## config.mk

```make
export PLATFORM = sky130hd
export DESIGN_NAME = pixel_compose
export DESIGN_NICKNAME = d
export VERILOG_FILES = /design/src/hw/gfx_pkg.sv /design/src/hw/video_pkg.sv /design/src/hw/pixel_compose.sv
export SDC_FILE = /design/constraint.sdc
export NUM_CORES = 1
export LEC_CHECK = 0
export CELL_PAD_IN_SITES_DETAIL_PLACEMENT = 0
export CELL_PAD_IN_SITES_GLOBAL_PLACEMENT = 1
export CORE_MARGIN = 5
export CORE_UTILIZATION = 40
export CTS_CLUSTER_SIZE = 30
export DETAILED_ROUTE_END_ITERATION = 8
export DONT_BUFFER_PORTS = 1
export PLACE_DENSITY = 0.8
export SLEW_MARGIN = 20
export SYNTH_ARGS = -nofsm -noshare
export SYNTH_HDL_FRONTEND = slang
export SYNTH_SLANG_ARGS = --single-unit
```

## constraint.sdc

```tcl
create_clock -name clk_pix -period 1.7 [get_ports clk_pix]
set_input_delay 0.34 -clock clk_pix [delete_from_list [all_inputs] [get_ports clk_pix]]
set_output_delay 0.34 -clock clk_pix [all_outputs]
set_load 0.05 [all_outputs]
```

## src/hw/gfx_pkg.sv

```systemverilog
`default_nettype none
// ##########################################################
// drawing types, 16-colour palette and the castle shape table
// shared by the sequencer, the rasterizer and the testbench
// ##########################################################

package gfx_pkg;
    typedef logic [9:0] coord_t;  // framebuffer or display coordinate
    typedef logic [3:0] cidx_t;   // colour index

    typedef struct packed {
        logic [3:0] r;
        logic [3:0] g;
        logic [3:0] b;
    } rgb_t;

    typedef struct packed {
        coord_t x0;
        coord_t y0;
        coord_t x1;  // corners are inclusive
        coord_t y1;
        cidx_t  cidx;
    } shape_t;

    localparam int SHAPE_CNT = 19;

    localparam rgb_t PALETTE [16] = '{
        12'h000, 12'h235, 12'h725, 12'h085,  // black, dark blue, dark purple, dark green
        12'hA53, 12'h655, 12'hCCC, 12'hFFE,  // brown, dark grey, light grey, white
        12'hF04, 12'hFA0, 12'hFE2, 12'h0E3,  // warm colours and green
        12'h2AF, 12'h87A, 12'hF7A, 12'hFCA
    };

    // roofs are drawn as boxes since there is no triangle fill
    localparam shape_t SHAPES [SHAPE_CNT] = '{
        '{10'd60,  10'd70, 10'd190, 10'd120, 4'h5},  // main building
        '{10'd110, 10'd90, 10'd140, 10'd120, 4'h4},  // drawbridge
        '{10'd110, 10'd90, 10'd115, 10'd95,  4'h5},  // arch left
        '{10'd135, 10'd90, 10'd140, 10'd95,  4'h5},  // arch right
        '{10'd40,  10'd45, 10'd60,  10'd120, 4'h5},  // left tower
        '{10'd110, 10'd40, 10'd140, 10'd70,  4'h5},  // middle tower
        '{10'd190, 10'd45, 10'd210, 10'd120, 4'h5},  // right tower
        '{10'd38,  10'd32, 10'd62,  10'd44,  4'h2},  // left roof
        '{10'd108, 10'd24, 10'd142, 10'd39,  4'h2},  // middle roof
        '{10'd188, 10'd32, 10'd212, 10'd44,  4'h2},  // right roof
        '{10'd46,  10'd50, 10'd54,  10'd65,  4'h1},  // left window
        '{10'd120, 10'd45, 10'd130, 10'd65,  4'h1},  // middle window
        '{10'd196, 10'd50, 10'd204, 10'd65,  4'h1},  // right window
        '{10'd63,  10'd62, 10'd72,  10'd70,  4'h5},  // battlements
        '{10'd80,  10'd62, 10'd89,  10'd70,  4'h5},
        '{10'd97,  10'd62, 10'd106, 10'd70,  4'h5},
        '{10'd144, 10'd62, 10'd153, 10'd70,  4'h5},
        '{10'd161, 10'd62, 10'd170, 10'd70,  4'h5},
        '{10'd178, 10'd62, 10'd187, 10'd70,  4'h5}
    };
endpackage

`default_nettype wire

```

## src/hw/video_pkg.sv

```systemverilog
`default_nettype none
// ##########################################################
// 640x480 60 Hz timing, letterbox rows and background bands
// ##########################################################

package video_pkg;
    import gfx_pkg::*;

    localparam coord_t H_ACTIVE = 10'd640;
    localparam coord_t H_FRONT  = 10'd16;
    localparam coord_t H_SYNC   = 10'd96;
    localparam coord_t H_BACK   = 10'd48;
    localparam coord_t H_TOTAL  = H_ACTIVE + H_FRONT + H_SYNC + H_BACK;  // 800

    localparam coord_t V_ACTIVE = 10'd480;
    localparam coord_t V_FRONT  = 10'd10;
    localparam coord_t V_SYNC   = 10'd2;
    localparam coord_t V_BACK   = 10'd33;
    localparam coord_t V_TOTAL  = V_ACTIVE + V_FRONT + V_SYNC + V_BACK;  // 525

    localparam coord_t LBOX_TOP    = 10'd60;   // 16:9 letterbox
    localparam coord_t LBOX_BOTTOM = 10'd420;

    typedef struct packed {
        coord_t row;   // first display row of the band
        rgb_t   colr;
    } bg_band_t;

    localparam int BG_CNT = 10;
    localparam bg_band_t BG_BANDS [BG_CNT] = '{
        '{10'd0,   12'h000}, '{10'd60,  12'h239}, '{10'd130, 12'h24A}, '{10'd175, 12'h25B},
        '{10'd210, 12'h26C}, '{10'd240, 12'h27D}, '{10'd265, 12'h29E}, '{10'd285, 12'h2BF},
        '{10'd302, 12'h260}, '{10'd420, 12'h000}  // grass below the castle, then black
    };
endpackage

`default_nettype wire

```

## src/hw/pixel_compose.sv

```systemverilog
`default_nettype none
`timescale 1ns/1ps
// ##########################################################
// palette lookup with background bands behind index 0, and
// the registered video outputs
// ##########################################################

module pixel_compose import gfx_pkg::*, video_pkg::*; (
    input  wire logic   clk_pix,
    input  wire logic   reset,
    input  wire logic   line,
    input  wire coord_t sy,
    input  wire logic   hsync,
    input  wire logic   vsync,
    input  wire logic   de,
    input  wire cidx_t  pix_cidx,
    output logic        vga_hsync,
    output logic        vga_vsync,
    output logic        vga_de,
    output logic [3:0]  vga_r,
    output logic [3:0]  vga_g,
    output logic [3:0]  vga_b
);
    rgb_t bg_colr;   // background of the current row
    rgb_t bg_next;
    rgb_t pix_colr;
    logic hsync_d;   // matches the framebuffer read
    logic vsync_d;
    logic de_d;

    always_comb begin
        bg_next = BG_BANDS[0].colr;
        for (int i = 1; i < BG_CNT; i++) begin
            if (sy >= BG_BANDS[i].row) bg_next = BG_BANDS[i].colr;  // bands are ascending
        end
    end

    always_comb begin
        if (!de_d) begin
            pix_colr = '0;
        end else if (pix_cidx == '0) begin
            pix_colr = bg_colr;  // transparent index
        end else begin
            pix_colr = PALETTE[pix_cidx];
        end
    end

    always_ff @(posedge clk_pix) begin
        if (reset) begin
            bg_colr   <= '0;
            hsync_d   <= 1'b1;
            vsync_d   <= 1'b1;
            de_d      <= 1'b0;
            vga_hsync <= 1'b1;
            vga_vsync <= 1'b1;
            vga_de    <= 1'b0;
            {vga_r, vga_g, vga_b} <= '0;
        end else begin
            if (line) bg_colr <= bg_next;
            hsync_d   <= hsync;
            vsync_d   <= vsync;
            de_d      <= de;
            vga_hsync <= hsync_d;
            vga_vsync <= vsync_d;
            vga_de    <= de_d;
            {vga_r, vga_g, vga_b} <= pix_colr;
        end
    end
endmodule

`default_nettype wire

```

==> reports/qor.yml <==
sta:
  worst_slew_pin_slew_ns: 0.4890
  setup-tns-final_ns: 0
  maxSlewHeadroom_pct: 67.35
  hold_viol: 0
  setup_viol: 0
  fmax_mhz: 803.2
  worst_hold_slack_ns: 0.1227
  period_share_pct: 73.24
  rsz0062_at_grt: "no"
  maxSlewViolCount: 0
  final.min_clock_period_ns: 1.245
  fin_skew_ns: 0.001364
cts:
  clock_sinks: 27
  htreeDepth: 1
  cts.clk_slew.worst_paths_ns: 0.09
  cts_root_buf: "clkbuf_8"
  hold_buffers: 0
  cts_buffers: 3
  clk_path_buf_depth: 2
  post-cts-setup-buffer-count: 0
  cts_tree: "yes"
  cts_resized: 0
  insertion_delay_ns: 0.27
finish:
  final_nets: 200
  final_util_pct: 42.11
  drive_gt1_share_pct: 10.47
  syn2layout_area_growth_pct: 1.987
  fillers: 386
  diodes: 0
worst_setup_path:
  cp_max_fo: 1
  start_kind: "register"
  required_ns: 1.36
  critPathArrivalTime_ns: 0.91
  cp.depth: 0
  worstRegToRegCells: 3
  critPathKind: "register to output port"
  end_kind: "output port"
logic_synthesis:
  synth-seq-cells: 27
  synth.area.top_cells: "dfxtp_1 36%, nor2_1 6.0%, ha_1 5.8%"
  synth_largest_area_cell: "dfxtp_1"
  yosysSeqAreaShare_pct: 35.76
  synth.top_cell.area_share_pct: 35.76
  synth_cells: 181
  synth_edf_count: 0
  synth_nets: 208
  async_reset_ff_share_pct: 0
  ys_warn_count: 0
  ys_types: 44
  yosys_most_used_dff: "dfxtp_1"
  synth_area_mm2: 0.001511
  avgSynthCellArea_um2: 8.351
placed_design:
  hpwl_mm: 2.513
  gp_congestion: 0.9598
  io_buffers: 0
drt:
  drc_errors: 0
  vias: 1228
  ant_nets: 0
  vias_per_cell: 5.582
  wl_per_cell_um: 14.45
  drtIter0Drc: 138
  wirelength_mm: 3.178
  dr.pass1.iters: 4
power_and_ir_drop:
  peakVddDrop_v: 0.0003702
  p_leak_nw: 0.5491
  total_power_mw: 1.224
  power.density_mw_per_mm2: 793.9
global_route:
  grt_max_degree: 28
  overflow: 0
  grt_pass1_vias: 1156
  grt_pass1_wl_mm: 5.313
  grt_usage_pct: 12.66
  antenna_found_initial: 0
floorplan:
  die_w_um: 71.47
  num_rows: 22
  core_mm2: 0.003661
  dieHeight_um: 71.47
  die_area_mm2: 0.005108
  ioPinCount: 35
  start_util_pct: 41.29
hold_path:
  hold_class: "input port to register"
  hold_depth: 1
flow_run:
  maxCapViolations: 0
outcome:
  status: "finished clean"
per-layer routing:
metal | part of all wire [%] | wire length [um] | vias to the layer above | track usage, %
li1 | - | - | 629 | -
met2 | 48 | 1534 | 34 | 21.22
met1 | 44 | 1392 | 563 | 14.82
met4 | 0.79 | 25 | 0 | 5.010
met5 | 0 | 0 | - | 0
met3 | 7.1 | 225 | 2 | 4.208
metrics by stage:
| step | cell area, um^2 | setup WS (ns) | instances |
|---|---|---|---|
| 2_1_floorplan | 1511 | 0.2260 | 181 |
| 5_1_grt | 1541 | 0.3471 | 220 |
| 4_1_cts | 1541 | 0.4438 | 220 |
| 6_report | 1541 | 0.4549 | 220 |
| 3_5_place_dp | 1493 | 0.2013 | 216 |
| 3_3_place_gp | 1493 | 0.2423 | 216 |
placed cells by master (no fill, tap or decap), drive strengths merged, types with 2 or more instances in the layout:
cell type / synthesis / final
inv: 8 / 8
nor4: 5 / 5
a211oi: 9 / 9
o21ai: 12 / 12
nand3: 3 / 3
or2: 4 / 4
nor2: 24 / 24
ha: 7 / 7
clkbuf: 6 / 3
o32ai: 2 / 2
or3: 2 / 2
a22oi: 4 / 4
nand2: 10 / 10
a21oi: 16 / 16
nor3: 4 / 4
nand4: 3 / 3
o31ai: 2 / 2
dfxtp: 27 / 27
o211ai: 2 / 2
nor2b: 3 / 3
mux2i: 3 / 3
nand2b: 4 / 4
report_power, final:
| part | leakage, nW | total, mW | internal (mW) | switching [mW] |
|---|---|---|---|---|
| registers | 0.221 | 0.709 | 0.656 | 0.0524 |
| logic | 0.307 | 0.149 | 0.0692 | 0.0794 |
| clock network | 0.0217 | 0.366 | 0.166 | 0.200 |
| total | 0.549 | 1.22 | 0.892 | 0.332 |
flip-flops by register name, indices dropped and copies added (netlist names), 4 cells and up:
register / cells
vga_r: 4
vga_g: 4
vga_b: 4
bg_colr: 9
layout make-up:
type                       count  area (um^2)  area share [%]
sequential                    27        540.5           35.06
inverter                       9        33.78           2.192
clock buffer                   3        41.29           2.679
clock inverter                 1        7.507          0.4870
tap                           48        60.06           3.896
multi-input combinational    132        858.3           55.68
worst paths after layout:
kind                            slack, ns  startpoint         end
worst max-delay path                 0.45    vga_b[0]    vga_b[0]
worst min-delay path                 0.12       reset  bg_colr[5]
worst max register to register       0.66  bg_colr[7]    vga_g[3]
worst min register to register       0.42     hsync_d   vga_hsync
Yosys cell counts, drive strengths merged, types with 2 or more instances:
cell type / instances
nand2: 10
mux2i: 3
nand4: 3
nor4: 5
clkbuf: 6
nand3: 3
or2: 4
nor2: 24
a211oi: 9
o211ai: 2
dfxtp: 27
nand2b: 4
ha: 7
a22oi: 4
a21oi: 16
nor2b: 3
o32ai: 2
nor3: 4
or3: 2
o21ai: 12
o31ai: 2
buf: 7
inv: 8
logic make-up (layout without fill, tap and decap cells):
kind of cell / Yosys count / after routing / synth area share, %
flops: 27 / 27 / 35.76
buf+inv: 22 / 13 / 7.450
simple gates: 66 / 66 / 23.92
fa+ha+maj: 7 / 7 / 5.794
compound gates: 55 / 55 / 23.59
mux: 4 / 4 / 3.477
No activity file was read; power rests on OpenSTA's default activity.
