### config.mk
export PLATFORM = sky130hd
export DESIGN_NAME = draw_rect_fill_flat
export DESIGN_NICKNAME = d
export VERILOG_FILES = /design/src/hw/gfx_pkg.sv /design/src/hw/draw_ifs.sv /design/src/hw/draw_rect_fill.sv /design/src/flat_wrapper.sv
export SDC_FILE = /design/constraint.sdc
export NUM_CORES = 1
export LEC_CHECK = 0
export ABC_AREA = 1
export BUFFER_PORTS_ARGS = -buffer_cell sky130_fd_sc_hd__buf_2
export CELL_PAD_IN_SITES_DETAIL_PLACEMENT = 1
export CELL_PAD_IN_SITES_GLOBAL_PLACEMENT = 2
export CORE_ASPECT_RATIO = 2
export CORE_MARGIN = 2
export CORE_UTILIZATION = 36
export DETAILED_ROUTE_END_ITERATION = 10
export PLACE_DENSITY = 0.82
export REMOVE_ABC_BUFFERS = 1
export SLEW_MARGIN = 10
export SYNTH_ARGS = -nofsm -noshare
export SYNTH_HDL_FRONTEND = slang
export SYNTH_SLANG_ARGS = --single-unit
### constraint.sdc
create_clock -name clk_pix -period 5.4 [get_ports clk_pix]
set_input_delay 0.54 -clock clk_pix [delete_from_list [all_inputs] [get_ports clk_pix]]
set_output_delay 0.54 -clock clk_pix [all_outputs]
set_load 0.01 [all_outputs]
### src/hw/gfx_pkg.sv
`default_nettype none
// ##########################################################
// drawing types, 16-colour palette and the castle shape table
// shared by the sequencer, the rasterizer and the testbench
// ##########################################################

package gfx_pkg;
    typedef logic [9:0] coord_t;  // framebuffer or display coordinate
    typedef logic [3:0] cidx_t;   // colour index

    typedef struct packed {
        logic [3:0] r;
        logic [3:0] g;
        logic [3:0] b;
    } rgb_t;

    typedef struct packed {
        coord_t x0;
        coord_t y0;
        coord_t x1;  // corners are inclusive
        coord_t y1;
        cidx_t  cidx;
    } shape_t;

    localparam int SHAPE_CNT = 19;

    localparam rgb_t PALETTE [16] = '{
        12'h000, 12'h235, 12'h725, 12'h085,  // black, dark blue, dark purple, dark green
        12'hA53, 12'h655, 12'hCCC, 12'hFFE,  // brown, dark grey, light grey, white
        12'hF04, 12'hFA0, 12'hFE2, 12'h0E3,  // warm colours and green
        12'h2AF, 12'h87A, 12'hF7A, 12'hFCA
    };

    // roofs are drawn as boxes since there is no triangle fill
    localparam shape_t SHAPES [SHAPE_CNT] = '{
        '{10'd60,  10'd70, 10'd190, 10'd120, 4'h5},  // main building
        '{10'd110, 10'd90, 10'd140, 10'd120, 4'h4},  // drawbridge
        '{10'd110, 10'd90, 10'd115, 10'd95,  4'h5},  // arch left
        '{10'd135, 10'd90, 10'd140, 10'd95,  4'h5},  // arch right
        '{10'd40,  10'd45, 10'd60,  10'd120, 4'h5},  // left tower
        '{10'd110, 10'd40, 10'd140, 10'd70,  4'h5},  // middle tower
        '{10'd190, 10'd45, 10'd210, 10'd120, 4'h5},  // right tower
        '{10'd38,  10'd32, 10'd62,  10'd44,  4'h2},  // left roof
        '{10'd108, 10'd24, 10'd142, 10'd39,  4'h2},  // middle roof
        '{10'd188, 10'd32, 10'd212, 10'd44,  4'h2},  // right roof
        '{10'd46,  10'd50, 10'd54,  10'd65,  4'h1},  // left window
        '{10'd120, 10'd45, 10'd130, 10'd65,  4'h1},  // middle window
        '{10'd196, 10'd50, 10'd204, 10'd65,  4'h1},  // right window
        '{10'd63,  10'd62, 10'd72,  10'd70,  4'h5},  // battlements
        '{10'd80,  10'd62, 10'd89,  10'd70,  4'h5},
        '{10'd97,  10'd62, 10'd106, 10'd70,  4'h5},
        '{10'd144, 10'd62, 10'd153, 10'd70,  4'h5},
        '{10'd161, 10'd62, 10'd170, 10'd70,  4'h5},
        '{10'd178, 10'd62, 10'd187, 10'd70,  4'h5}
    };
endpackage

`default_nettype wire

### src/hw/draw_ifs.sv
`default_nettype none
`timescale 1ns/1ps
// ##########################################################
// shape hand-off between sequencer and rasterizer, and the
// Wishbone classic write bus into the framebuffer
// ##########################################################

interface shape_if import gfx_pkg::*; ();
    logic   start;  // one-cycle pulse while rasterizer idle
    coord_t x0;
    coord_t y0;
    coord_t x1;
    coord_t y1;
    cidx_t  cidx;
    logic   done;   // one cycle after last pixel ack

    modport seq  (output start, x0, y0, x1, y1, cidx, input done);
    modport rast (input start, x0, y0, x1, y1, cidx, output done);
endinterface

interface wb_if import gfx_pkg::*; #(
    parameter int ADRW = 16
) ();
    logic            cyc;
    logic            stb;
    logic            we;
    logic [ADRW-1:0] adr;    // framebuffer word address
    cidx_t           dat_w;
    logic            ack;

    modport master (output cyc, stb, we, adr, dat_w, input ack);
    modport slave  (input cyc, stb, we, adr, dat_w, output ack);
endinterface

`default_nettype wire

### src/hw/draw_rect_fill.sv
`default_nettype none
`timescale 1ns/1ps
// ##########################################################
// filled rectangle rasterizer, walks the box row by row and
// writes each pixel to the framebuffer as a Wishbone master
// ##########################################################

module draw_rect_fill import gfx_pkg::*; #(
    parameter int FB_WIDTH = 320
) (
    input  wire logic clk_pix,
    input  wire logic reset,
    shape_if.rast     shp,
    wb_if.master      wb
);
    localparam int ADRW = wb.ADRW;

    coord_t          x;         // current pixel
    coord_t          y;
    coord_t          x0_q;
    coord_t          x1_q;
    coord_t          y1_q;
    cidx_t           cidx_q;
    logic [ADRW-1:0] row_base;  // y * FB_WIDTH
    logic            busy;
    logic            done_q;

    always_ff @(posedge clk_pix) begin
        done_q <= 1'b0;
        if (!busy) begin
            if (shp.start) begin
                x0_q     <= shp.x0;
                x1_q     <= shp.x1;
                y1_q     <= shp.y1;
                cidx_q   <= shp.cidx;
                x        <= shp.x0;
                y        <= shp.y0;
                row_base <= ADRW'(shp.y0 * FB_WIDTH);
                busy     <= 1'b1;
            end
        end else if (wb.ack) begin  // step only once the write landed
            if (x != x1_q) begin
                x <= x + 1'b1;
            end else if (y != y1_q) begin
                x        <= x0_q;
                y        <= y + 1'b1;
                row_base <= row_base + ADRW'(FB_WIDTH);
            end else begin
                busy   <= 1'b0;
                done_q <= 1'b1;
            end
        end
        if (reset) begin
            busy   <= 1'b0;
            done_q <= 1'b0;
        end
    end

    assign shp.done = done_q;

    // one write request per pixel, held across the ack cycle
    assign wb.cyc   = busy;
    assign wb.stb   = busy;
    assign wb.we    = busy;
    assign wb.adr   = row_base + ADRW'(x);
    assign wb.dat_w = cidx_q;
endmodule

`default_nettype wire

### src/flat_wrapper.sv
// flat-port wrapper written by rule: the top's interface ports become plain ports
module draw_rect_fill_flat import gfx_pkg::*;
#(
    parameter int FB_WIDTH = 320
)
  (clk_pix, reset, shp_start, shp_x0, shp_y0, shp_x1, shp_y1, shp_cidx, shp_done, wb_cyc, wb_stb, wb_we, wb_adr, wb_dat_w, wb_ack);
  shape_if shp_i ();
  wb_if wb_i ();
  input  wire logic clk_pix;
  input  wire logic reset;
  input wire logic [$bits(shp_i.start)-1:0] shp_start;
  input wire logic [$bits(shp_i.x0)-1:0] shp_x0;
  input wire logic [$bits(shp_i.y0)-1:0] shp_y0;
  input wire logic [$bits(shp_i.x1)-1:0] shp_x1;
  input wire logic [$bits(shp_i.y1)-1:0] shp_y1;
  input wire logic [$bits(shp_i.cidx)-1:0] shp_cidx;
  output wire logic [$bits(shp_i.done)-1:0] shp_done;
  output wire logic [$bits(wb_i.cyc)-1:0] wb_cyc;
  output wire logic [$bits(wb_i.stb)-1:0] wb_stb;
  output wire logic [$bits(wb_i.we)-1:0] wb_we;
  output wire logic [$bits(wb_i.adr)-1:0] wb_adr;
  output wire logic [$bits(wb_i.dat_w)-1:0] wb_dat_w;
  input wire logic [$bits(wb_i.ack)-1:0] wb_ack;
  assign shp_i.start = shp_start;
  assign shp_i.x0 = shp_x0;
  assign shp_i.y0 = shp_y0;
  assign shp_i.x1 = shp_x1;
  assign shp_i.y1 = shp_y1;
  assign shp_i.cidx = shp_cidx;
  assign shp_done = shp_i.done;
  assign wb_cyc = wb_i.cyc;
  assign wb_stb = wb_i.stb;
  assign wb_we = wb_i.we;
  assign wb_adr = wb_i.adr;
  assign wb_dat_w = wb_i.dat_w;
  assign wb_i.ack = wb_ack;
  draw_rect_fill #(.FB_WIDTH(FB_WIDTH)) u_core (.clk_pix(clk_pix), .reset(reset), .shp(shp_i), .wb(wb_i));
endmodule
==> flow_summary.toml <==
[sta]
slew_viol_final = 0
fin_skew_ns = 0.00870
period_minus_slack_ns = 2.87
slew_headroom_pct = 30.6
setup_ws_ns = 2.53
worst_pin_slew_ns = 1.04
tns_ns = 0
fmaxAchievable_mhz = 349
hold-worst-slack_ns = 0.379
setup_violations = 0
rsz0062_at_grt = "false"
period_share_pct = 53.1
finalHoldViolations = 0

[synth]
async_flop_share_pct = 0
ys_ff_latch = 66
yosys-top-cells-area = "edfxtp_1 (48%), nand2_1 (12%), ha_1 (6.2%), inv_1 (5.9%), nand3_1 (5.9%)"
synth_seq_area_share_pct = 48.8
synth_top_cell_by_area = "edfxtp_1"
synth_commonest_cells = "nand2_1 (131), edfxtp_1 (64), inv_1 (63)"
synth-main-ff-cell = "edfxtp_1"
avgSynthCellArea_um2 = 8.55
yosysMostFrequentCell = "nand2_1"
post_synth_inst_count = 470
synth_cell_types = 32
synth_top_cell_area_share_pct = 47.8
netlist_area_um2 = 4020
synth_edf_count = 64
ys_warn_count = 0

[routing]
num_vias = 3306
drt_iter0_drc = 116
vias_per_cell = 4.85
dr.pass1.iters = 4
wirelength_mm = 10.4
ant_nets = 0
drc_errors = 0
avgRoutedWirePerCell_um = 15.2

[place]
gp_congestion = 0.779
hpwl_mm = 8.15
pre_cts_slack_ns = 2.90
port_buffers = 71

[outcome]
status = "completed"

[clock_network]
clkSlewWorstSetupHoldPaths_ns = 0.06
root_buffer = "clkbuf_16"
cts_tree = "yes"
cts_hold_buf = 0
post_cts_resized = 0
clock_latency_ns = 0.34
cts_made_buffers = 9
cts_setup_buffers = 0
clock_path_buffers = 2
ctsHtreeMaxLevel = 3
numClockSinks = 66

[grt]
grt_max_degree = 36
antenna_found_initial = 0
grt-ovfl-total = 0
grt_pass1_vias = 3575
grt_pass1_wl_mm = 16.7
grt_use_total_pct = 17.9

[worst_setup_path]
end_kind = "output port"
rr_startpoint = "u_core.wb.cyc$_SDFF_PP0_"
startpoint = "u_core.x[8]$_DFFE_PP_"
startpoint_type = "flop"
worst_ep_arrival_time_ns = 2.33
critPathKind = "flop to output port"
critPathMaxFanout = 5
cp.required_ns = 4.86

[finish]
syn2layout_area_growth_pct = 18.4
multi_input_area_um2 = 1700
n_antenna_cell = 0
layout.nets = 606
regArea_um2 = 1960
drive_above_1_share_pct = 17.7
fin_util_pct = 43.7
fillers = 1339

[job]
drv_cap = 0

[pwr]
p_total_w = 0.00150
ir_drop_v = 0.000142
p_leak_nw = 2.24
cellPowerDensity_nw_per_um2 = 315

[hold_path]
hold_path_class = "input port to flop"
hold_start = "shp_y1[8]"

[floorplan]
die_h_um = 153
fp.dieW_um = 78.7
core_area_um2 = 10900
initial_core_util_pct = 36.9
io_pins = 72
rows = 54
dieArea_um2 = 12100
[registers in the layout, summed over array words and instances (netlist names)]
signal / count
u_core.y1_q: 10
u_core.x1_q: 10
u_core.shp.done: 1
u_core.wb.dat_w: 4
u_core.y: 10
u_core.x: 10
u_core.wb.cyc: 1
u_core.x0_q: 10
u_core.row_base: 10
[power breakdown]
| group | internal, W | switching, W | leakage [nW] |
|---|---|---|---|
| registers | 0.000612 | 0.0000372 | 0.629 |
| clock network | 0.000381 | 0.000211 | 0.150 |
| logic | 0.0000993 | 0.000160 | 1.46 |
[placed cells by master, fill, tap and decap left out, types with 3 or more instances in the layout]
master,count
nand2_1,131
clkbuf_16,9
a31oi_1,3
edfxtp_1,64
buf_2,71
nor2_1,33
inv_1,63
nand3_1,47
ha_1,20
nand4_1,4
o21bai_1,4
xor2_1,17
o21ai_0,24
o21ai_1,6
a21oi_1,14
[worst max-delay path, cell delays in order, from the launching register on]
cell	delay, ns
edfxtp_1	0.47
ha_1	0.37
a21oi_1	0.17
a21boi_0	0.13
o21ai_0	0.44
inv_1	0.12
nand3_1	0.09
nand2_1	0.05
buf_2	0.14
[layout make-up]
class,instances,share of cell area [%]
repair buffers,73,7.79
flip-flops and latches,66,41.2
multi-input cells,320,35.8
well taps,140,3.68
clock inverters,3,0.842
clock buffers,13,5.47
inverters,66,5.21
[cell families after synthesis]
family          Yosys count  share of synthesized area (%)
simple gates            223                           23.1
buf+inv                  84                           9.00
flops                    66                           48.8
compound gates           56                           7.66
fa+ha+maj                22                           7.23
xor+xnor                 19                           4.14
[through the flow]
step | cell area, um^2 | cells
after global routing | 4760 | 681
final | 4760 | 681
after CTS | 4760 | 681
after global placement | 4460 | 665
after detailed placement | 4460 | 665
after floorplan | 3900 | 452
[routing by layer]
layer	up-vias	routed length [um]	track usage, %
met3	14	313	3.31
met1	1570	3600	17.0
met4	0	227	6.43
met5	-	0	0
li1	1670	-	-
met2	52	6230	36.3
[worst paths after layout]
check                            endpoint  slack (ns)  cells after the start
max                            wb_adr[15]        2.53                      8
min              u_core.y1_q[8]$_DFFE_PP_        0.38                      1
max reg2reg  u_core.row_base[7]$_DFFE_PP_        3.14                      4
min reg2reg         u_core.x[2]$_DFFE_PP_        0.66                      4
Note: power is estimated with default switching activity, not from simulation.
