[config.mk]
export PLATFORM = sky130hd
export DESIGN_NAME = display_timings
export DESIGN_NICKNAME = d
export VERILOG_FILES = /design/src/hw/gfx_pkg.sv /design/src/hw/video_pkg.sv /design/src/hw/display_timings.sv
export SDC_FILE = /design/constraint.sdc
export NUM_CORES = 1
export LEC_CHECK = 0
export BUFFER_PORTS_ARGS = -buffer_cell sky130_fd_sc_hd__buf_2
export CAP_MARGIN = 5
export CORE_UTILIZATION = 47
export CTS_CLUSTER_SIZE = 16
export DETAILED_ROUTE_END_ITERATION = 10
export PLACE_DENSITY = 0.81
export RECOVER_POWER = 50
export SLEW_MARGIN = 25
export SYNTH_ARGS = -nofsm -noshare
export SYNTH_HDL_FRONTEND = slang
export SYNTH_SLANG_ARGS = --single-unit
export TNS_END_PERCENT = 1
[constraint.sdc]
create_clock -name clk_pix -period 5.2 [get_ports clk_pix]
set_clock_uncertainty 0.1 [all_clocks]
set_input_delay 1.04 -clock clk_pix [delete_from_list [all_inputs] [get_ports clk_pix]]
set_output_delay 1.04 -clock clk_pix [all_outputs]
set_load 0.005 [all_outputs]
[src/hw/gfx_pkg.sv]
`default_nettype none
// ##########################################################
// drawing types, 16-colour palette and the castle shape table
// shared by the sequencer, the rasterizer and the testbench
// ##########################################################

package gfx_pkg;
    typedef logic [9:0] coord_t;  // framebuffer or display coordinate
    typedef logic [3:0] cidx_t;   // colour index

    typedef struct packed {
        logic [3:0] r;
        logic [3:0] g;
        logic [3:0] b;
    } rgb_t;

    typedef struct packed {
        coord_t x0;
        coord_t y0;
        coord_t x1;  // corners are inclusive
        coord_t y1;
        cidx_t  cidx;
    } shape_t;

    localparam int SHAPE_CNT = 19;

    localparam rgb_t PALETTE [16] = '{
        12'h000, 12'h235, 12'h725, 12'h085,  // black, dark blue, dark purple, dark green
        12'hA53, 12'h655, 12'hCCC, 12'hFFE,  // brown, dark grey, light grey, white
        12'hF04, 12'hFA0, 12'hFE2, 12'h0E3,  // warm colours and green
        12'h2AF, 12'h87A, 12'hF7A, 12'hFCA
    };

    // roofs are drawn as boxes since there is no triangle fill
    localparam shape_t SHAPES [SHAPE_CNT] = '{
        '{10'd60,  10'd70, 10'd190, 10'd120, 4'h5},  // main building
        '{10'd110, 10'd90, 10'd140, 10'd120, 4'h4},  // drawbridge
        '{10'd110, 10'd90, 10'd115, 10'd95,  4'h5},  // arch left
        '{10'd135, 10'd90, 10'd140, 10'd95,  4'h5},  // arch right
        '{10'd40,  10'd45, 10'd60,  10'd120, 4'h5},  // left tower
        '{10'd110, 10'd40, 10'd140, 10'd70,  4'h5},  // middle tower
        '{10'd190, 10'd45, 10'd210, 10'd120, 4'h5},  // right tower
        '{10'd38,  10'd32, 10'd62,  10'd44,  4'h2},  // left roof
        '{10'd108, 10'd24, 10'd142, 10'd39,  4'h2},  // middle roof
        '{10'd188, 10'd32, 10'd212, 10'd44,  4'h2},  // right roof
        '{10'd46,  10'd50, 10'd54,  10'd65,  4'h1},  // left window
        '{10'd120, 10'd45, 10'd130, 10'd65,  4'h1},  // middle window
        '{10'd196, 10'd50, 10'd204, 10'd65,  4'h1},  // right window
        '{10'd63,  10'd62, 10'd72,  10'd70,  4'h5},  // battlements
        '{10'd80,  10'd62, 10'd89,  10'd70,  4'h5},
        '{10'd97,  10'd62, 10'd106, 10'd70,  4'h5},
        '{10'd144, 10'd62, 10'd153, 10'd70,  4'h5},
        '{10'd161, 10'd62, 10'd170, 10'd70,  4'h5},
        '{10'd178, 10'd62, 10'd187, 10'd70,  4'h5}
    };
endpackage

`default_nettype wire

[src/hw/video_pkg.sv]
`default_nettype none
// ##########################################################
// 640x480 60 Hz timing, letterbox rows and background bands
// ##########################################################

package video_pkg;
    import gfx_pkg::*;

    localparam coord_t H_ACTIVE = 10'd640;
    localparam coord_t H_FRONT  = 10'd16;
    localparam coord_t H_SYNC   = 10'd96;
    localparam coord_t H_BACK   = 10'd48;
    localparam coord_t H_TOTAL  = H_ACTIVE + H_FRONT + H_SYNC + H_BACK;  // 800

    localparam coord_t V_ACTIVE = 10'd480;
    localparam coord_t V_FRONT  = 10'd10;
    localparam coord_t V_SYNC   = 10'd2;
    localparam coord_t V_BACK   = 10'd33;
    localparam coord_t V_TOTAL  = V_ACTIVE + V_FRONT + V_SYNC + V_BACK;  // 525

    localparam coord_t LBOX_TOP    = 10'd60;   // 16:9 letterbox
    localparam coord_t LBOX_BOTTOM = 10'd420;

    typedef struct packed {
        coord_t row;   // first display row of the band
        rgb_t   colr;
    } bg_band_t;

    localparam int BG_CNT = 10;
    localparam bg_band_t BG_BANDS [BG_CNT] = '{
        '{10'd0,   12'h000}, '{10'd60,  12'h239}, '{10'd130, 12'h24A}, '{10'd175, 12'h25B},
        '{10'd210, 12'h26C}, '{10'd240, 12'h27D}, '{10'd265, 12'h29E}, '{10'd285, 12'h2BF},
        '{10'd302, 12'h260}, '{10'd420, 12'h000}  // grass below the castle, then black
    };
endpackage

`default_nettype wire

[src/hw/display_timings.sv]
`default_nettype none
`timescale 1ns/1ps
// ##########################################################
// 640x480 position counters with sync, data enable and the
// frame and line start pulses
// ##########################################################

module display_timings import gfx_pkg::*, video_pkg::*; (
    input  wire logic clk_pix,
    input  wire logic reset,
    output coord_t    sx,
    output coord_t    sy,
    output logic      hsync,
    output logic      vsync,
    output logic      de,
    output logic      frame,
    output logic      line
);
    localparam coord_t HS_STA = H_ACTIVE + H_FRONT;
    localparam coord_t HS_END = HS_STA + H_SYNC;
    localparam coord_t VS_STA = V_ACTIVE + V_FRONT;
    localparam coord_t VS_END = VS_STA + V_SYNC;
    localparam coord_t H_LAST = H_TOTAL - 1'b1;
    localparam coord_t V_LAST = V_TOTAL - 1'b1;

    always_ff @(posedge clk_pix) begin
        if (reset) begin
            sx <= H_LAST;  // park in blanking, frame start follows release
            sy <= V_LAST;
        end else if (sx == H_LAST) begin
            sx <= '0;
            sy <= (sy == V_LAST) ? '0 : sy + 1'b1;
        end else begin
            sx <= sx + 1'b1;
        end
    end

    always_comb begin
        hsync = ~(sx >= HS_STA && sx < HS_END);  // active low
        vsync = ~(sy >= VS_STA && sy < VS_END);
        de    = (sx < H_ACTIVE) && (sy < V_ACTIVE);
        frame = (sx == '0) && (sy == '0);
        line  = (sx == '0);  // row start for the background bands
    end
endmodule

`default_nettype wire

==> results.txt <==
----------------------------------------------------
[Yosys]
  Post-synthesis net count ... 142
  Flops & latches, synth ... 20
  Biggest area contributors in the synthesized netlist ... sky130_fd_sc_hd__dfxtp_1 35%, sky130_fd_sc_hd__ha_1 5.5%, sky130_fd_sc_hd__xnor2_1 4.6%
  Post-synthesis cell area ... 1140 µm²
  Area share of the largest cell type after synthesis ... 35.1%
  Arithmetic-cell share of the synthesized area counting full adders, half adders and majority gates ... 5.48%
  Top_reg_cell synth ... sky130_fd_sc_hd__dfxtp_1
  Fraction of synthesis flops using an asynchronous set or reset pin ... 0%
  Ys Warns ... 0
  Number of instances in the synthesized netlist ... between 100 and 150
  Part of the Yosys area used for sequential elements ... 35.1%
  Area fraction in compound gates after synthesis ... 12.8%
  Unique cell type count in the Yosys netlist ... 38
  Fraction of synthesized cell area in xor and xnor cells ... 7.68%
  Mean cell area of the mapped netlist ... 8.45 µm²
  Cell taking the most area after synthesis ... sky130_fd_sc_hd__dfxtp_1
  Dominant combinational cell family by area after synthesis ... simple AND/OR/NAND/NOR gates
  Mux contribution to synthesized area ... 0%
  Simple-gate share of the synthesized area ... 33.1%
  Number of flops mapped to enable cells by yosys ... 0

[Worst hold path]
  HP Class ... reg2reg
  Launch point of the worst hold path ... sx[0]

[Floorplanning]
  Initial standard-cell utilization of the core ... between 50% and 60%
  Die W ... around 51 µm
  Chip Height ... 51.3 µm
  Core Rows ... 17
  Area of the die ... 2630 µm²
  Io pins ... 27
  Std-Cell Core Area ... 2250 µm²

[Routing]
  Routed Wire Length ... ~2600 µm
  DR WL/cell ... 13.8 µm
  Residual DRC count ... 0
  Count of routing violations after the opening detailed-route iteration ... 42
  Number of routed nets with antenna violations ... 0
  Total via count in the routed design ... 1114
  Average via count per standard cell ... between 5 and 6
  Total iterations of the first detailed-routing run ... 4

[Clock network]
  Count of buffers added by post-CTS timing repair for setup ... 0
  TritonCTS clock tree ... yes
  Clock latency of the later-clocked register in the worst-skew pair ... 0.30 ns
  H-tree depth ... 1
  Clock tree root driver cell ... sky130_fd_sc_hd__clkbuf_4
  CTS Hold Bufs ... 0
  Clock transition at the registers of the reported paths ... 0.12 ns
  TritonCTS buffer count ... 3
  Cts repair resizes ... 0
  Clock sink count ... 20
  Buffers from clock root to sink, at most ... 2

[Final layout]
  Area occupied by registers ... 400 µm²
  Filler Cell Count ... 229
  Number of standard cells in the final layout excluding fillers ... 186
  Area growth from synthesis to layout ... 13.9%
  Number of nets at the end of the flow ... 166
  Diodes inserted ... 0
  Multi-input gate area ... ~670 µm²
  Share of layout cells above drive strength 1 ... 20.9%
  Post-route core utilization ... 57.7%

[Placement]
  Weighted congestion at the end of routability-driven global placement ... 0.855
  Inst Count DP ... approximately 180
  Post-Place Worst Slack ... 2.73 ns
  Number of port buffers ... 26
  Sum of net half-perimeters after detailed placement ... 1850 µm

[Timing]
  Sum of negative setup slack ... 0 ns
  Max frequency ... 354 MHz
  Setup violators final ... 0
  Final cycle utilization of the critical path ... a little over half
  Worst-margin pin slew ... 0.767 ns
  Pins over their slew limit ... 0
  Endpoints failing hold ... 0
  Unrepaired setup endpoints after global routing ... false
  Fin Hold WS ... ~0.44 ns
  Worst setup margin ... 2.38 ns
  Worst slew margin relative to its limit ... 48.4%
  Min cycle time layout ... 2.82 ns

[Global routing]
  Antenna violations before repair ... 0
  Largest net degree at the start of global routing ... 12
  Vias in the first global route ... 957
  Wire length of the first global-routing pass ... approximately 4200 µm
  Remaining Overflow, GRT ... 0
  Total routing usage reported by global routing ... 21.0%

[Power]
  IR Drop Worst-Case VDD ... 0.287 mV
  Leakage power ... 0.517 nW
  Cell Pwr Density ... 494 nW/µm²

[Worst setup path]
  Series of cell instances along the critical path ... nor4_1 > nand3b_1 > nor4_1 > and2_1 > buf_2
  Crit-path most repeated cell ... sky130_fd_sc_hd__nor4_1
  Delay of the slowest cell on the worst path ... 0.41 ns
  Worst r2r src ... sx[0]
  Data arrival time of the critical path ... roughly 1.7 ns
  Maximum fanout count along the critical path ... 9
  Worst Setup End Kind ... output port
  Launch point of the critical path ... sy[4]
  Standard cell with the maximum stage delay on the critical path ... sky130_fd_sc_hd__dfxtp_1
  Data required time at the worst endpoint ... 4.06 ns
  Critical path start-end classification ... reg2out
  Launching element type of the critical path ... register

[Run]
  Max-cap violation count ... 0

[Run status]
  Run status ... completed

----------------------------------------------------
-- worst max-delay path, delay by kind of cell, from the launching register on --
kind / cells / cell delay [ns]
simple gates: 4 / 0.87
flops: 1 / 0.41
buf+inv: 1 / 0.10
-- stage by stage --
stage	cell area [µm²]	power, mW
floorplan	1140	0.465
global placement	1270	0.544
detailed placement	1270	0.551
CTS	1310	0.642
global route	1300	0.693
finish	1300	0.643
-- flip-flops by register name (all words and copies together), names as in the netlist --
| name | flops |
|---|---|
| sy | 10 |
| sx | 10 |
-- cell type report --
type / instances / share of cell area, %
Clock buffer: 4 / 2.79
Inverter: 8 / 2.31
Multi-Input combinational cell: 100 / 51.9
Sequential cell: 20 / 30.8
Tap cell: 28 / 2.69
Timing Repair Buffer: 26 / 9.53
-- path summary, 6_finish.rpt --
path	end	slack [ns]	cells past startpoint
min reg2reg	sx[0]	0.44	1
max reg2reg	sy[5]	3.07	5
min	sx[0]	0.44	1
max	frame	2.38	5
-- cell families (layout without fill, tap and decap cells) --
family	after synthesis	in the layout
flip-flops	20	20
AO/OA/AOI/OAI	23	23
AND/OR/NAND/NOR	62	62
adder cells (fa/ha/maj)	5	5
XOR/XNOR	10	10
buffers and inverters	15	38
-- report_power, final --
group / total (mW) / leakage [nW] / switching (mW) / internal [mW]
Clock: 0.0912 / 0.0210 / 0.0486 / 0.0426
Combinational: 0.276 / 0.332 / 0.152 / 0.124
Sequential: 0.275 / 0.164 / 0.0792 / 0.196
-- placed cells by master, fill, tap and decap left out, types with 2 or more instances in the layout --
master	count
sky130_fd_sc_hd__a21oi_1	7
sky130_fd_sc_hd__and2_1	2
sky130_fd_sc_hd__and3_1	4
sky130_fd_sc_hd__and4_1	3
sky130_fd_sc_hd__buf_2	21
sky130_fd_sc_hd__clkbuf_1	5
sky130_fd_sc_hd__clkbuf_4	3
sky130_fd_sc_hd__dfxtp_1	20
sky130_fd_sc_hd__ha_1	5
sky130_fd_sc_hd__inv_1	7
sky130_fd_sc_hd__nand2_1	10
sky130_fd_sc_hd__nand3_1	5
sky130_fd_sc_hd__nand4_1	7
sky130_fd_sc_hd__nand4b_1	3
sky130_fd_sc_hd__nor2_1	9
sky130_fd_sc_hd__nor3_1	5
sky130_fd_sc_hd__nor4_1	4
sky130_fd_sc_hd__o211ai_1	2
sky130_fd_sc_hd__o21ai_0	9
sky130_fd_sc_hd__xnor2_1	6
sky130_fd_sc_hd__xor2_1	4
-- synthesized netlist by cell type, types with 2 or more instances --
| cell | instances |
|---|---|
| sky130_fd_sc_hd__clkbuf_1 | 4 |
| sky130_fd_sc_hd__nand4b_1 | 3 |
| sky130_fd_sc_hd__o21ai_0 | 9 |
| sky130_fd_sc_hd__and4_1 | 3 |
| sky130_fd_sc_hd__nor2_1 | 9 |
| sky130_fd_sc_hd__and3_1 | 4 |
| sky130_fd_sc_hd__nand2_1 | 10 |
| sky130_fd_sc_hd__nand4_1 | 7 |
| sky130_fd_sc_hd__nor4_1 | 4 |
| sky130_fd_sc_hd__o211ai_1 | 2 |
| sky130_fd_sc_hd__dfxtp_1 | 20 |
| sky130_fd_sc_hd__nor3_1 | 5 |
| sky130_fd_sc_hd__xnor2_1 | 6 |
| sky130_fd_sc_hd__ha_1 | 5 |
| sky130_fd_sc_hd__and2_1 | 2 |
| sky130_fd_sc_hd__inv_1 | 7 |
| sky130_fd_sc_hd__xor2_1 | 4 |
| sky130_fd_sc_hd__nand3_1 | 5 |
| sky130_fd_sc_hd__a21oi_1 | 7 |
-- layer usage --
metal  wire length, µm  track usage, %  vias to the layer above
met3               170            2.68                        2
li1                  -               -                      530
met5                 0               0                        -
met2              1240            34.9                       46
met1              1140            27.3                      536
met4                25            8.56                        0
No activity file was read; power rests on OpenSTA's default activity.
