### config.mk
export PLATFORM = sky130hd
export DESIGN_NAME = shape_sequencer_flat
export DESIGN_NICKNAME = d
export VERILOG_FILES = /design/src/hw/gfx_pkg.sv /design/src/hw/draw_ifs.sv /design/src/hw/shape_sequencer.sv /design/src/flat_wrapper.sv
export SDC_FILE = /design/constraint.sdc
export NUM_CORES = 1
export LEC_CHECK = 0
export BUFFER_PORTS_ARGS = -buffer_cell sky130_fd_sc_hd__buf_2
export CORE_UTILIZATION = 49
export DETAILED_ROUTE_END_ITERATION = 8
export PLACE_DENSITY_LB_ADDON = 0.2
export SLEW_MARGIN = 0
export SYNTH_ARGS = -nofsm -noshare
export SYNTH_HDL_FRONTEND = slang
export SYNTH_SLANG_ARGS = --single-unit
### constraint.sdc
create_clock -name clk_pix -period 2.35 [get_ports clk_pix]
set_input_delay 0.1175 -clock clk_pix [delete_from_list [all_inputs] [get_ports clk_pix]]
set_output_delay 0.1175 -clock clk_pix [all_outputs]
set_load 0.005 [all_outputs]
### src/hw/gfx_pkg.sv
`default_nettype none
// ##########################################################
// drawing types, 16-colour palette and the castle shape table
// shared by the sequencer, the rasterizer and the testbench
// ##########################################################

package gfx_pkg;
    typedef logic [9:0] coord_t;  // framebuffer or display coordinate
    typedef logic [3:0] cidx_t;   // colour index

    typedef struct packed {
        logic [3:0] r;
        logic [3:0] g;
        logic [3:0] b;
    } rgb_t;

    typedef struct packed {
        coord_t x0;
        coord_t y0;
        coord_t x1;  // corners are inclusive
        coord_t y1;
        cidx_t  cidx;
    } shape_t;

    localparam int SHAPE_CNT = 19;

    localparam rgb_t PALETTE [16] = '{
        12'h000, 12'h235, 12'h725, 12'h085,  // black, dark blue, dark purple, dark green
        12'hA53, 12'h655, 12'hCCC, 12'hFFE,  // brown, dark grey, light grey, white
        12'hF04, 12'hFA0, 12'hFE2, 12'h0E3,  // warm colours and green
        12'h2AF, 12'h87A, 12'hF7A, 12'hFCA
    };

    // roofs are drawn as boxes since there is no triangle fill
    localparam shape_t SHAPES [SHAPE_CNT] = '{
        '{10'd60,  10'd70, 10'd190, 10'd120, 4'h5},  // main building
        '{10'd110, 10'd90, 10'd140, 10'd120, 4'h4},  // drawbridge
        '{10'd110, 10'd90, 10'd115, 10'd95,  4'h5},  // arch left
        '{10'd135, 10'd90, 10'd140, 10'd95,  4'h5},  // arch right
        '{10'd40,  10'd45, 10'd60,  10'd120, 4'h5},  // left tower
        '{10'd110, 10'd40, 10'd140, 10'd70,  4'h5},  // middle tower
        '{10'd190, 10'd45, 10'd210, 10'd120, 4'h5},  // right tower
        '{10'd38,  10'd32, 10'd62,  10'd44,  4'h2},  // left roof
        '{10'd108, 10'd24, 10'd142, 10'd39,  4'h2},  // middle roof
        '{10'd188, 10'd32, 10'd212, 10'd44,  4'h2},  // right roof
        '{10'd46,  10'd50, 10'd54,  10'd65,  4'h1},  // left window
        '{10'd120, 10'd45, 10'd130, 10'd65,  4'h1},  // middle window
        '{10'd196, 10'd50, 10'd204, 10'd65,  4'h1},  // right window
        '{10'd63,  10'd62, 10'd72,  10'd70,  4'h5},  // battlements
        '{10'd80,  10'd62, 10'd89,  10'd70,  4'h5},
        '{10'd97,  10'd62, 10'd106, 10'd70,  4'h5},
        '{10'd144, 10'd62, 10'd153, 10'd70,  4'h5},
        '{10'd161, 10'd62, 10'd170, 10'd70,  4'h5},
        '{10'd178, 10'd62, 10'd187, 10'd70,  4'h5}
    };
endpackage

`default_nettype wire

### src/hw/draw_ifs.sv
`default_nettype none
`timescale 1ns/1ps
// ##########################################################
// shape hand-off between sequencer and rasterizer, and the
// Wishbone classic write bus into the framebuffer
// ##########################################################

interface shape_if import gfx_pkg::*; ();
    logic   start;  // one-cycle pulse while rasterizer idle
    coord_t x0;
    coord_t y0;
    coord_t x1;
    coord_t y1;
    cidx_t  cidx;
    logic   done;   // one cycle after last pixel ack

    modport seq  (output start, x0, y0, x1, y1, cidx, input done);
    modport rast (input start, x0, y0, x1, y1, cidx, output done);
endinterface


`default_nettype wire

### src/hw/shape_sequencer.sv
`default_nettype none
`timescale 1ns/1ps
// ##########################################################
// clears the framebuffer, then hands every castle shape to
// the rasterizer in table order and flags completion
// ##########################################################

module shape_sequencer import gfx_pkg::*; #(
    parameter int FB_WIDTH  = 320,
    parameter int FB_HEIGHT = 180
) (
    input  wire logic clk_pix,
    input  wire logic reset,
    input  wire logic frame,
    shape_if.seq      shp,
    output logic      draw_done
);
    localparam int IDW = $clog2(SHAPE_CNT);

    enum logic [2:0] {IDLE, CLEAR, LOAD, WAIT, DONE} state;
    logic [IDW-1:0] shape_id;
    logic           clearing;  // clear rectangle in flight
    logic           start_q;
    shape_t         shape_q;   // geometry held until done

    always_ff @(posedge clk_pix) begin
        start_q <= 1'b0;
        case (state)
            IDLE: begin
                if (frame) state <= CLEAR;
            end
            CLEAR: begin
                shape_q <= '{x0: '0, y0: '0, x1: coord_t'(FB_WIDTH - 1),
                             y1: coord_t'(FB_HEIGHT - 1), cidx: '0};
                start_q  <= 1'b1;
                clearing <= 1'b1;
                state    <= WAIT;
            end
            LOAD: begin
                shape_q <= SHAPES[shape_id];
                start_q <= 1'b1;
                state   <= WAIT;
            end
            WAIT: begin
                if (shp.done) begin
                    if (clearing) begin
                        clearing <= 1'b0;
                        shape_id <= '0;
                        state    <= LOAD;
                    end else if (shape_id == IDW'(SHAPE_CNT - 1)) begin
                        state <= DONE;
                    end else begin
                        shape_id <= shape_id + 1'b1;
                        state    <= LOAD;
                    end
                end
            end
            DONE:    state <= DONE;  // hold until reset
            default: state <= IDLE;
        endcase
        if (reset) begin
            state    <= IDLE;
            start_q  <= 1'b0;
            clearing <= 1'b0;
            shape_id <= '0;
        end
    end

    assign shp.start = start_q;
    assign {shp.x0, shp.y0, shp.x1, shp.y1, shp.cidx} = shape_q;
    assign draw_done = (state == DONE);
endmodule

`default_nettype wire

### src/flat_wrapper.sv
// flat-port wrapper written by rule: the top's interface ports become plain ports
module shape_sequencer_flat import gfx_pkg::*;
#(
    parameter int FB_WIDTH  = 320,
    parameter int FB_HEIGHT = 180
)
  (clk_pix, reset, frame, draw_done, shp_start, shp_x0, shp_y0, shp_x1, shp_y1, shp_cidx, shp_done);
  shape_if shp_i ();
  input  wire logic clk_pix;
  input  wire logic reset;
  input  wire logic frame;
  output logic draw_done;
  output wire logic [$bits(shp_i.start)-1:0] shp_start;
  output wire logic [$bits(shp_i.x0)-1:0] shp_x0;
  output wire logic [$bits(shp_i.y0)-1:0] shp_y0;
  output wire logic [$bits(shp_i.x1)-1:0] shp_x1;
  output wire logic [$bits(shp_i.y1)-1:0] shp_y1;
  output wire logic [$bits(shp_i.cidx)-1:0] shp_cidx;
  input wire logic [$bits(shp_i.done)-1:0] shp_done;
  assign shp_start = shp_i.start;
  assign shp_x0 = shp_i.x0;
  assign shp_y0 = shp_i.y0;
  assign shp_x1 = shp_i.x1;
  assign shp_y1 = shp_i.y1;
  assign shp_cidx = shp_i.cidx;
  assign shp_i.done = shp_done;
  shape_sequencer #(.FB_WIDTH(FB_WIDTH), .FB_HEIGHT(FB_HEIGHT)) u_core (.clk_pix(clk_pix), .reset(reset), .frame(frame), .shp(shp_i), .draw_done(draw_done));
endmodule
==> results.md, run 1 <==
* Hold_buf cts at 0
* Final ANT Viol Nets at 0
* Worst slew pin tran at 651 ps
* WL final at 5160 um
* Max-cap violations at 0
* CTS H-tree lvls at 2
* Remaining DRCs at 0
* Number of synthesized flops with an enable pin at 34
* Cell variety after synth at 48
* Count leader, synth: edfxtp_1
* Number of CTS-inserted buffers at 5
* Global-route wire length before repair at 8200 um
* Met2 Routed Length at approximately 2400 um
* Mapped Cells at ~250
* DRT iter0 DRCs at 141
* RSZ-0062 raised after global routing: no
* Gr ovfl total at 0
* Total GRT Usage at 20.5%
* IO buf count at 40
* Setup bufs post-CTS at 0
* Post-layout net count at around 300
* Worst Path Max Fanout at 17
* Layout area overhead at 13.7%
* Slew Limit Fails at 0
* Post-detail-place hpwl at between 3000 and 4000 um
* Die span in x at 72.9 um
* Netlist Area Pre-Place at between 2000 and 2500 um^2
* Die area at 5320 um^2
* Final Wtd Congestion at 0.890
* Fillers at roughly 460
* I/O pin count at 50
* Core area at between 4000 and 5000 um^2
* CTS Sinks at 44
* Crit end category: flop
* Fin crit share at 84.6%
* Final min period at 1990 ps
* DR vias at 1939
* Worst skew pair latency at 300 ps
* Starting Density at 51.5%
* Required @ worst endpoint at 2400 ps
* Pwr per Cell Area at 569 nW/um^2
* Final setup vio count at 0
* Largest net degree at the start of global routing at 36
* Pwr Total at 1.59 mW
* Post-synth top cells: 34 x edfxtp_1, 29 x a21oi_1, 29 x nor2_1
* Synth Flop Type: edfxtp_1
* Kind of critical path: reg -> reg
* Synth warnings at 0
* CTS max path bufs at 2
* Setup crit start kind: flop
* Worst Path Arrival at 2040 ps
* Synth top area cells: edfxtp_1 41%, dfxtp_1 8.1%, a21oi_1 5.9%
* Yosys top cell area share at between 40% and 50%
* Detailed Routing Iterations Pass 1 at 5
* Ratio of cells with drive above 1 in the final layout at 22.8%
* Hold Path Class: in -> reg
* DRT met1 WL at around 2400 um
* CTS tree: done
* Die Y at 72.9 um
* Syn_area_per_cell at 9.82 um^2
* Status: complete, no violations
* Final setup TNS at 0 ps
* Synth Register Bits at between 40 and 50
* Initial antenna violation count at 0
* Clock transition at path regs at 80 ps
* Skew final at about 5.7 ps
* Via count of the first global-routing pass at 1724
* Drt via density at 5.45
* Leak pwr at roughly 1.1 nW
* Gates resized, CTS repair at 0
* Clk root buf: clkbuf_8
* Antenna Cells at 0
* Num rows at 25
* Sequential share of the synthesized area at 49.5%
* Peak supply drop at between 300 and 400 uV
* Share of flip-flops with an asynchronous set or reset at 0%
* Leading area contributor after synthesis: edfxtp_1
* Drt wl/cell at 14.5 um
* Rel. slew slack at 56.5%
* DR WL met3 at roughly 260 um
* Multi-input gate area at 1070 um^2
* Final hold vios at 0
* Sequential cell area at 1220 um^2
* Highest metal used: met4
* Fmax at 503 MHz
[metrics by stage]
stage / util, % / hold WS, ps / worst slack, ps / instance area, um^2 / cells
6_report: 58.5 / 113 / 363 / 2800 / 356
5_1_grt: 58.5 / 125 / 228 / 2800 / 356
4_1_cts: 58.5 / 109 / 401 / 2800 / 356
3_5_place_dp: 56.8 / 431 / 426 / 2720 / 348
3_3_place_gp: 56.8 / 425 / 438 / 2720 / 348
2_1_floorplan: - / 327 / 326 / 2500 / 259
[placed cells by master, fill, tap and decap left out, types with 3 or more instances in the layout]
cell type	netlist	layout
clkinv_1	2	3
inv_1	6	6
nor3_1	4	4
conb_1	1	9
a31oi_1	3	3
edfxtp_1	34	34
o211ai_1	4	4
nor2b_1	5	5
nand2b_1	5	5
buf_4	11	12
dfxtp_1	10	10
mux2i_1	4	4
nor2_1	29	28
buf_2	6	40
nand2_1	16	16
o21ai_0	11	11
nand3_1	3	3
or4_1	4	4
o22ai_1	3	3
a211oi_1	8	8
clkbuf_8	0	5
a21oi_1	29	29
ha_1	10	10
a221oi_1	3	3
[registers in the layout (all words and copies together) (netlist names)]
| signal | count |
|---|---|
| u_core.shape_id | 5 |
| u_core.shp.cidx | 3 |
| u_core.shp.start | 1 |
| u_core.shp.y1 | 7 |
| u_core.shp.x0 | 8 |
| u_core.state | 3 |
| u_core.shp.y0 | 7 |
| u_core.shp.x1 | 9 |
| u_core.clearing | 1 |
[final cells by class]
type | count | area share, %
clock buffer | 5 | 2.46
clock inverter | 3 | 0.491
inverter | 9 | 1.21
multi-input combinational | 175 | 38.2
sequential | 44 | 43.6
tap | 67 | 2.99
timing repair buffer | 53 | 11.1
[layer usage]
| metal | vias to the layer above | global-route usage (%) |
|---|---|---|
| met5 | - | 0 |
| met4 | 0 | 10.2 |
| met3 | 12 | 4.42 |
| met2 | 69 | 32.2 |
| met1 | 895 | 27.0 |
| li1 | 963 | - |
[power by group]
group          switching (mW)  internal, mW
combinational           0.119        0.0820
clock                   0.247         0.202
sequential             0.0209         0.924
total                   0.386          1.21
[path summary, 6_finish.rpt]
kind	end	slack [ps]	depth (start not counted)	start
worst max-delay path	u_core.shp.x1[7]	360	5	u_core.shape_id[3]
worst min-delay path	u_core.shape_id[2]	110	2	reset
worst max register to register	u_core.shp.x1[7]	360	5	u_core.shape_id[3]
worst min register to register	u_core.state[1]	600	2	u_core.state[1]
[worst max-delay path, cell delays in order (launching register included)]
cell and delay (ps):
dfxtp_1 740, buf_4 300, nand2b_1 270, o22ai_1 110, a211oi_1 250, nor2_1 70
[kinds of logic after synthesis]
family,count (synthesis),synth area share [%]
adders and majority gates,10,5.08
muxes,7,3.45
buffers and inverters,40,8.38
other,1,0.152
xor gates and xnor gates,3,1.07
DFF,44,49.5
and+or+nand+nor,77,15.4
AOI/OAI and AO/OA,69,17.0
Power figures use the tool's default switching activity.
==> inputs of run 2 (changes only) <==
--- a/config.mk
+++ b/config.mk
@@ -6,7 +6,7 @@
 export NUM_CORES = 1
 export LEC_CHECK = 0
 export BUFFER_PORTS_ARGS = -buffer_cell sky130_fd_sc_hd__buf_2
-export CORE_UTILIZATION = 49
+export CORE_UTILIZATION = 50
 export DETAILED_ROUTE_END_ITERATION = 8
 export PLACE_DENSITY_LB_ADDON = 0.2
 export SLEW_MARGIN = 0
==> constraint.sdc (replaced) <==
create_clock -name clk_pix -period 2 [get_ports clk_pix]
set_input_delay 0.1 -clock clk_pix [delete_from_list [all_inputs] [get_ports clk_pix]]
set_output_delay 0.1 -clock clk_pix [all_outputs]
set_load 0.005 [all_outputs]
==> run 2 against run 1 <==
Non-clock buffer count up 1; final area rose by 1.6%; sequential cell count did not move; worst setup slack got worse by 170 ps; die area down 2.0%; clock skew is 1.3 ps lower; count of clock-buffer cells in the layout up 1; fmax grew 9.9%; wire length is 1.2% lower; largest cell class unchanged; largest power group unchanged.
==> results.md, run 2 (synthesized netlist as in run 1, its figures left out) <==
* Met2 Use GR at 34.0% (+1.8 points)
* Sequential power share at 55.2% (-4.1 points)
* I/O pin count at 50 (unchanged)
* Switching power total at 0.462 mW (+20%)
* Remaining DRCs at 0 (unchanged)
* DRT iter0 DRCs at 138 (-2.1%)
* Num rows at 25 (unchanged)
* R2r setup slk at 190 ps (-170 ps)
* Drt wl/cell at 14.3 um (-1.4%)
* Peak supply drop at 327 uV (-1.1%)
* Worst skew pair latency at 300 ps (about the same)
* Worst r2r src: u_core.shape_id[0]
* GR Util met1 at 31.2% (+4.2 points)
* Post-detail-place hpwl at 3550 um (-0.97%)
* Kind of critical path: reg -> reg
* Layout area overhead at 15.5%
* Required @ worst endpoint at 2240 ps (-160 ps)
* Crit path cell chain: buf_4, ha_1, ha_1, or4_1, a21oi_1
* Utilization after layout at 60.3% (+1.7 points)
* Max FFs per register at 9 (unchanged)
* Ratio of cells with drive above 1 in the final layout at 23.1% (+0.27 points)
* Final WS setup at 192 ps (-171 ps)
* CP Capture Point: u_core.shape_id[2]
* CTS Sinks at 44 (unchanged)
* Worst Path Max Fanout at 13 (-4)
* DR vias at 1944 (+0.26%)
* Core area at 4720 um^2 (-1.3%)
* Final Wtd Congestion at 0.875 (-1.7%)
* Setup crit start kind: flop
* GR peak layer: met2
* CTS H-tree lvls at 2 (unchanged)
* Final setup TNS at 0 ps (unchanged)
* Hold_ws at 88.3 ps (-24.3 ps)
* Reg2Reg Capture Point: u_core.shape_id[2]
* Starting Density at 52.2% (+0.68 points)
* CP top delay family: adder cells
* Skew final at 4.43 ps (-1.29 ps)
* Total GRT Usage at 22.0% (+1.5 points)
* Place WS at 208 ps (-218 ps)
* RSZ-0062 raised after global routing: no
* Leak pwr at 1.07 nW (+1.6%)
* Stages on the worst setup path at 5 (unchanged)
* Clock transition at path regs at 80 ps (about the same)
* Die area at 5210 um^2 (-2.0%)
* Gr ovfl total at 0 (unchanged)
* Fin crit share at 90.4% (+5.8 points)
* Setup bufs post-CTS at 0 (unchanged)
* Final ANT Viol Nets at 0 (unchanged)
* Clk root buf: clkbuf_8
* CP most frequent cell: ha_1
* Pwr Total at 2.02 mW (+26%)
* Pwr per Cell Area at 708 nW/um^2 (+24%)
* Post-Layout Cell Count at 357 (+0.28%)
* Placed Area at 2740 um^2 (+0.74%)
* Comb pwr share at 11.6% (-1.0 points)
* Hold_buf cts at 0 (unchanged)
* Commonest cells after routing, fill and taps aside: 40 x buf_2, 34 x edfxtp_1, 29 x a21oi_1, 28 x nor2_1, 16 x nand2_1
* CTS tree: done
* Worst Setup SP: u_core.shape_id[0]
* Max-cap violations at 0 (unchanged)
* Clock share of power at 33.3% (+5.2 points)
* Drt via density at 5.45 (about the same)
* Slowest stage cell, crit path: or4_1
* Detailed Routing Iterations Pass 1 at 4 (-1)
* Gates resized, CTS repair at 0 (unchanged)
* Fmax at 553 MHz (+9.9%)
* Via count of the first global-routing pass at 1766 (+2.4%)
* Crit end category: flop
* Status: complete, no violations
* Switching Share at 22.9% (-1.3 points)
* Final setup vio count at 0 (unchanged)
* Final min period at 1810 ps (-179 ps)
* Global-route wire length before repair at 8740 um (+6.6%)
* Post-layout net count at 303 (+0.33%)
* IO buf count at 40 (unchanged)
* Slew Limit Fails at 0 (unchanged)
* Initial antenna violation count at 0 (unchanged)
* Fillers at 429 (-5.9%)
* Largest net degree at the start of global routing at 38 (+5.6%)
* WP buf/inv at 1 (unchanged)
* Number of CTS-inserted buffers at 5 (unchanged)
* Antenna Cells at 0 (unchanged)
* CTS max path bufs at 2 (unchanged)
* Final hold vios at 0 (unchanged)
* Met3 Use GR at 3.89% (-0.53 points)
* Slowest stage delay, CP at 500 ps (-240 ps)
* Worst Path Arrival at 2040 ps (about the same)
* Cell area after layout at 2850 um^2 (+1.6%)
* Worst reg-to-reg path cell count at 5 (unchanged)
* Commonest non-fill, non-tap cell in the layout: buf_2
* Inst Count DP at 349 (+0.29%)
* Hold Path Class: in -> reg
* Die Y at 72.2 um (-0.98%)
* Die span in x at 72.2 um (-0.98%)
* Internal power at 1.55 mW (+29%)
* WL final at 5100 um (-1.2%)
## run 2: cell types whose count changed in the layout (fill, tap and decap cells not counted), sizes merged
| cell | previous run | this run |
|---|---|---|
| clkinv | 5 | 3 |
| buf | 53 | 54 |
| clkbuf | 5 | 6 |
| bufinv | 0 | 1 |
## run 2: worst min path at each step
stage	start	endpoint	cells after the start
after floorplan	frame	u_core.state[0]	2
after global placement	reset	u_core.shape_id[2]	2
after detailed placement	reset	u_core.shape_id[2]	2
after CTS	reset	u_core.shape_id[2]	2
after global routing	reset	u_core.shape_id[2]	2
final	reset	u_core.shape_id[2]	2
## run 2: layout make-up
| cell class | count | area (um^2) | share of cell area, % |
|---|---|---|---|
| flip-flops and latches | 44 | 1220 | 42.9 |
| multi-input cells | 175 | 1070 | 37.6 |
| repair buffers | 54 | 330 | 11.6 |
| well taps | 67 | 83.8 | 2.95 |
| clock buffers | 6 | 72.6 | 2.55 |
| clock inverters | 2 | 35.0 | 1.23 |
| inverters | 9 | 33.8 | 1.19 |
## run 2: metal layers
layer / wire length, um / share of wire, %
met1: 2370 / 47
met5: 0 / 0
met4: 70 / 1.4
met3: 243 / 4.8
met2: 2410 / 47
## run 2: power groups by stage
| stage | combinational, mW | clock [mW] | sequential (mW) |
|---|---|---|---|
| global route | 0.265 | 0.709 | 1.12 |
| finish | 0.233 | 0.671 | 1.11 |
| CTS | 0.237 | 0.681 | 1.11 |
| global placement | 0.236 | 0 | 1.13 |
| detailed placement | 0.237 | 0 | 1.13 |
| floorplan | 0.124 | 0 | 1.14 |
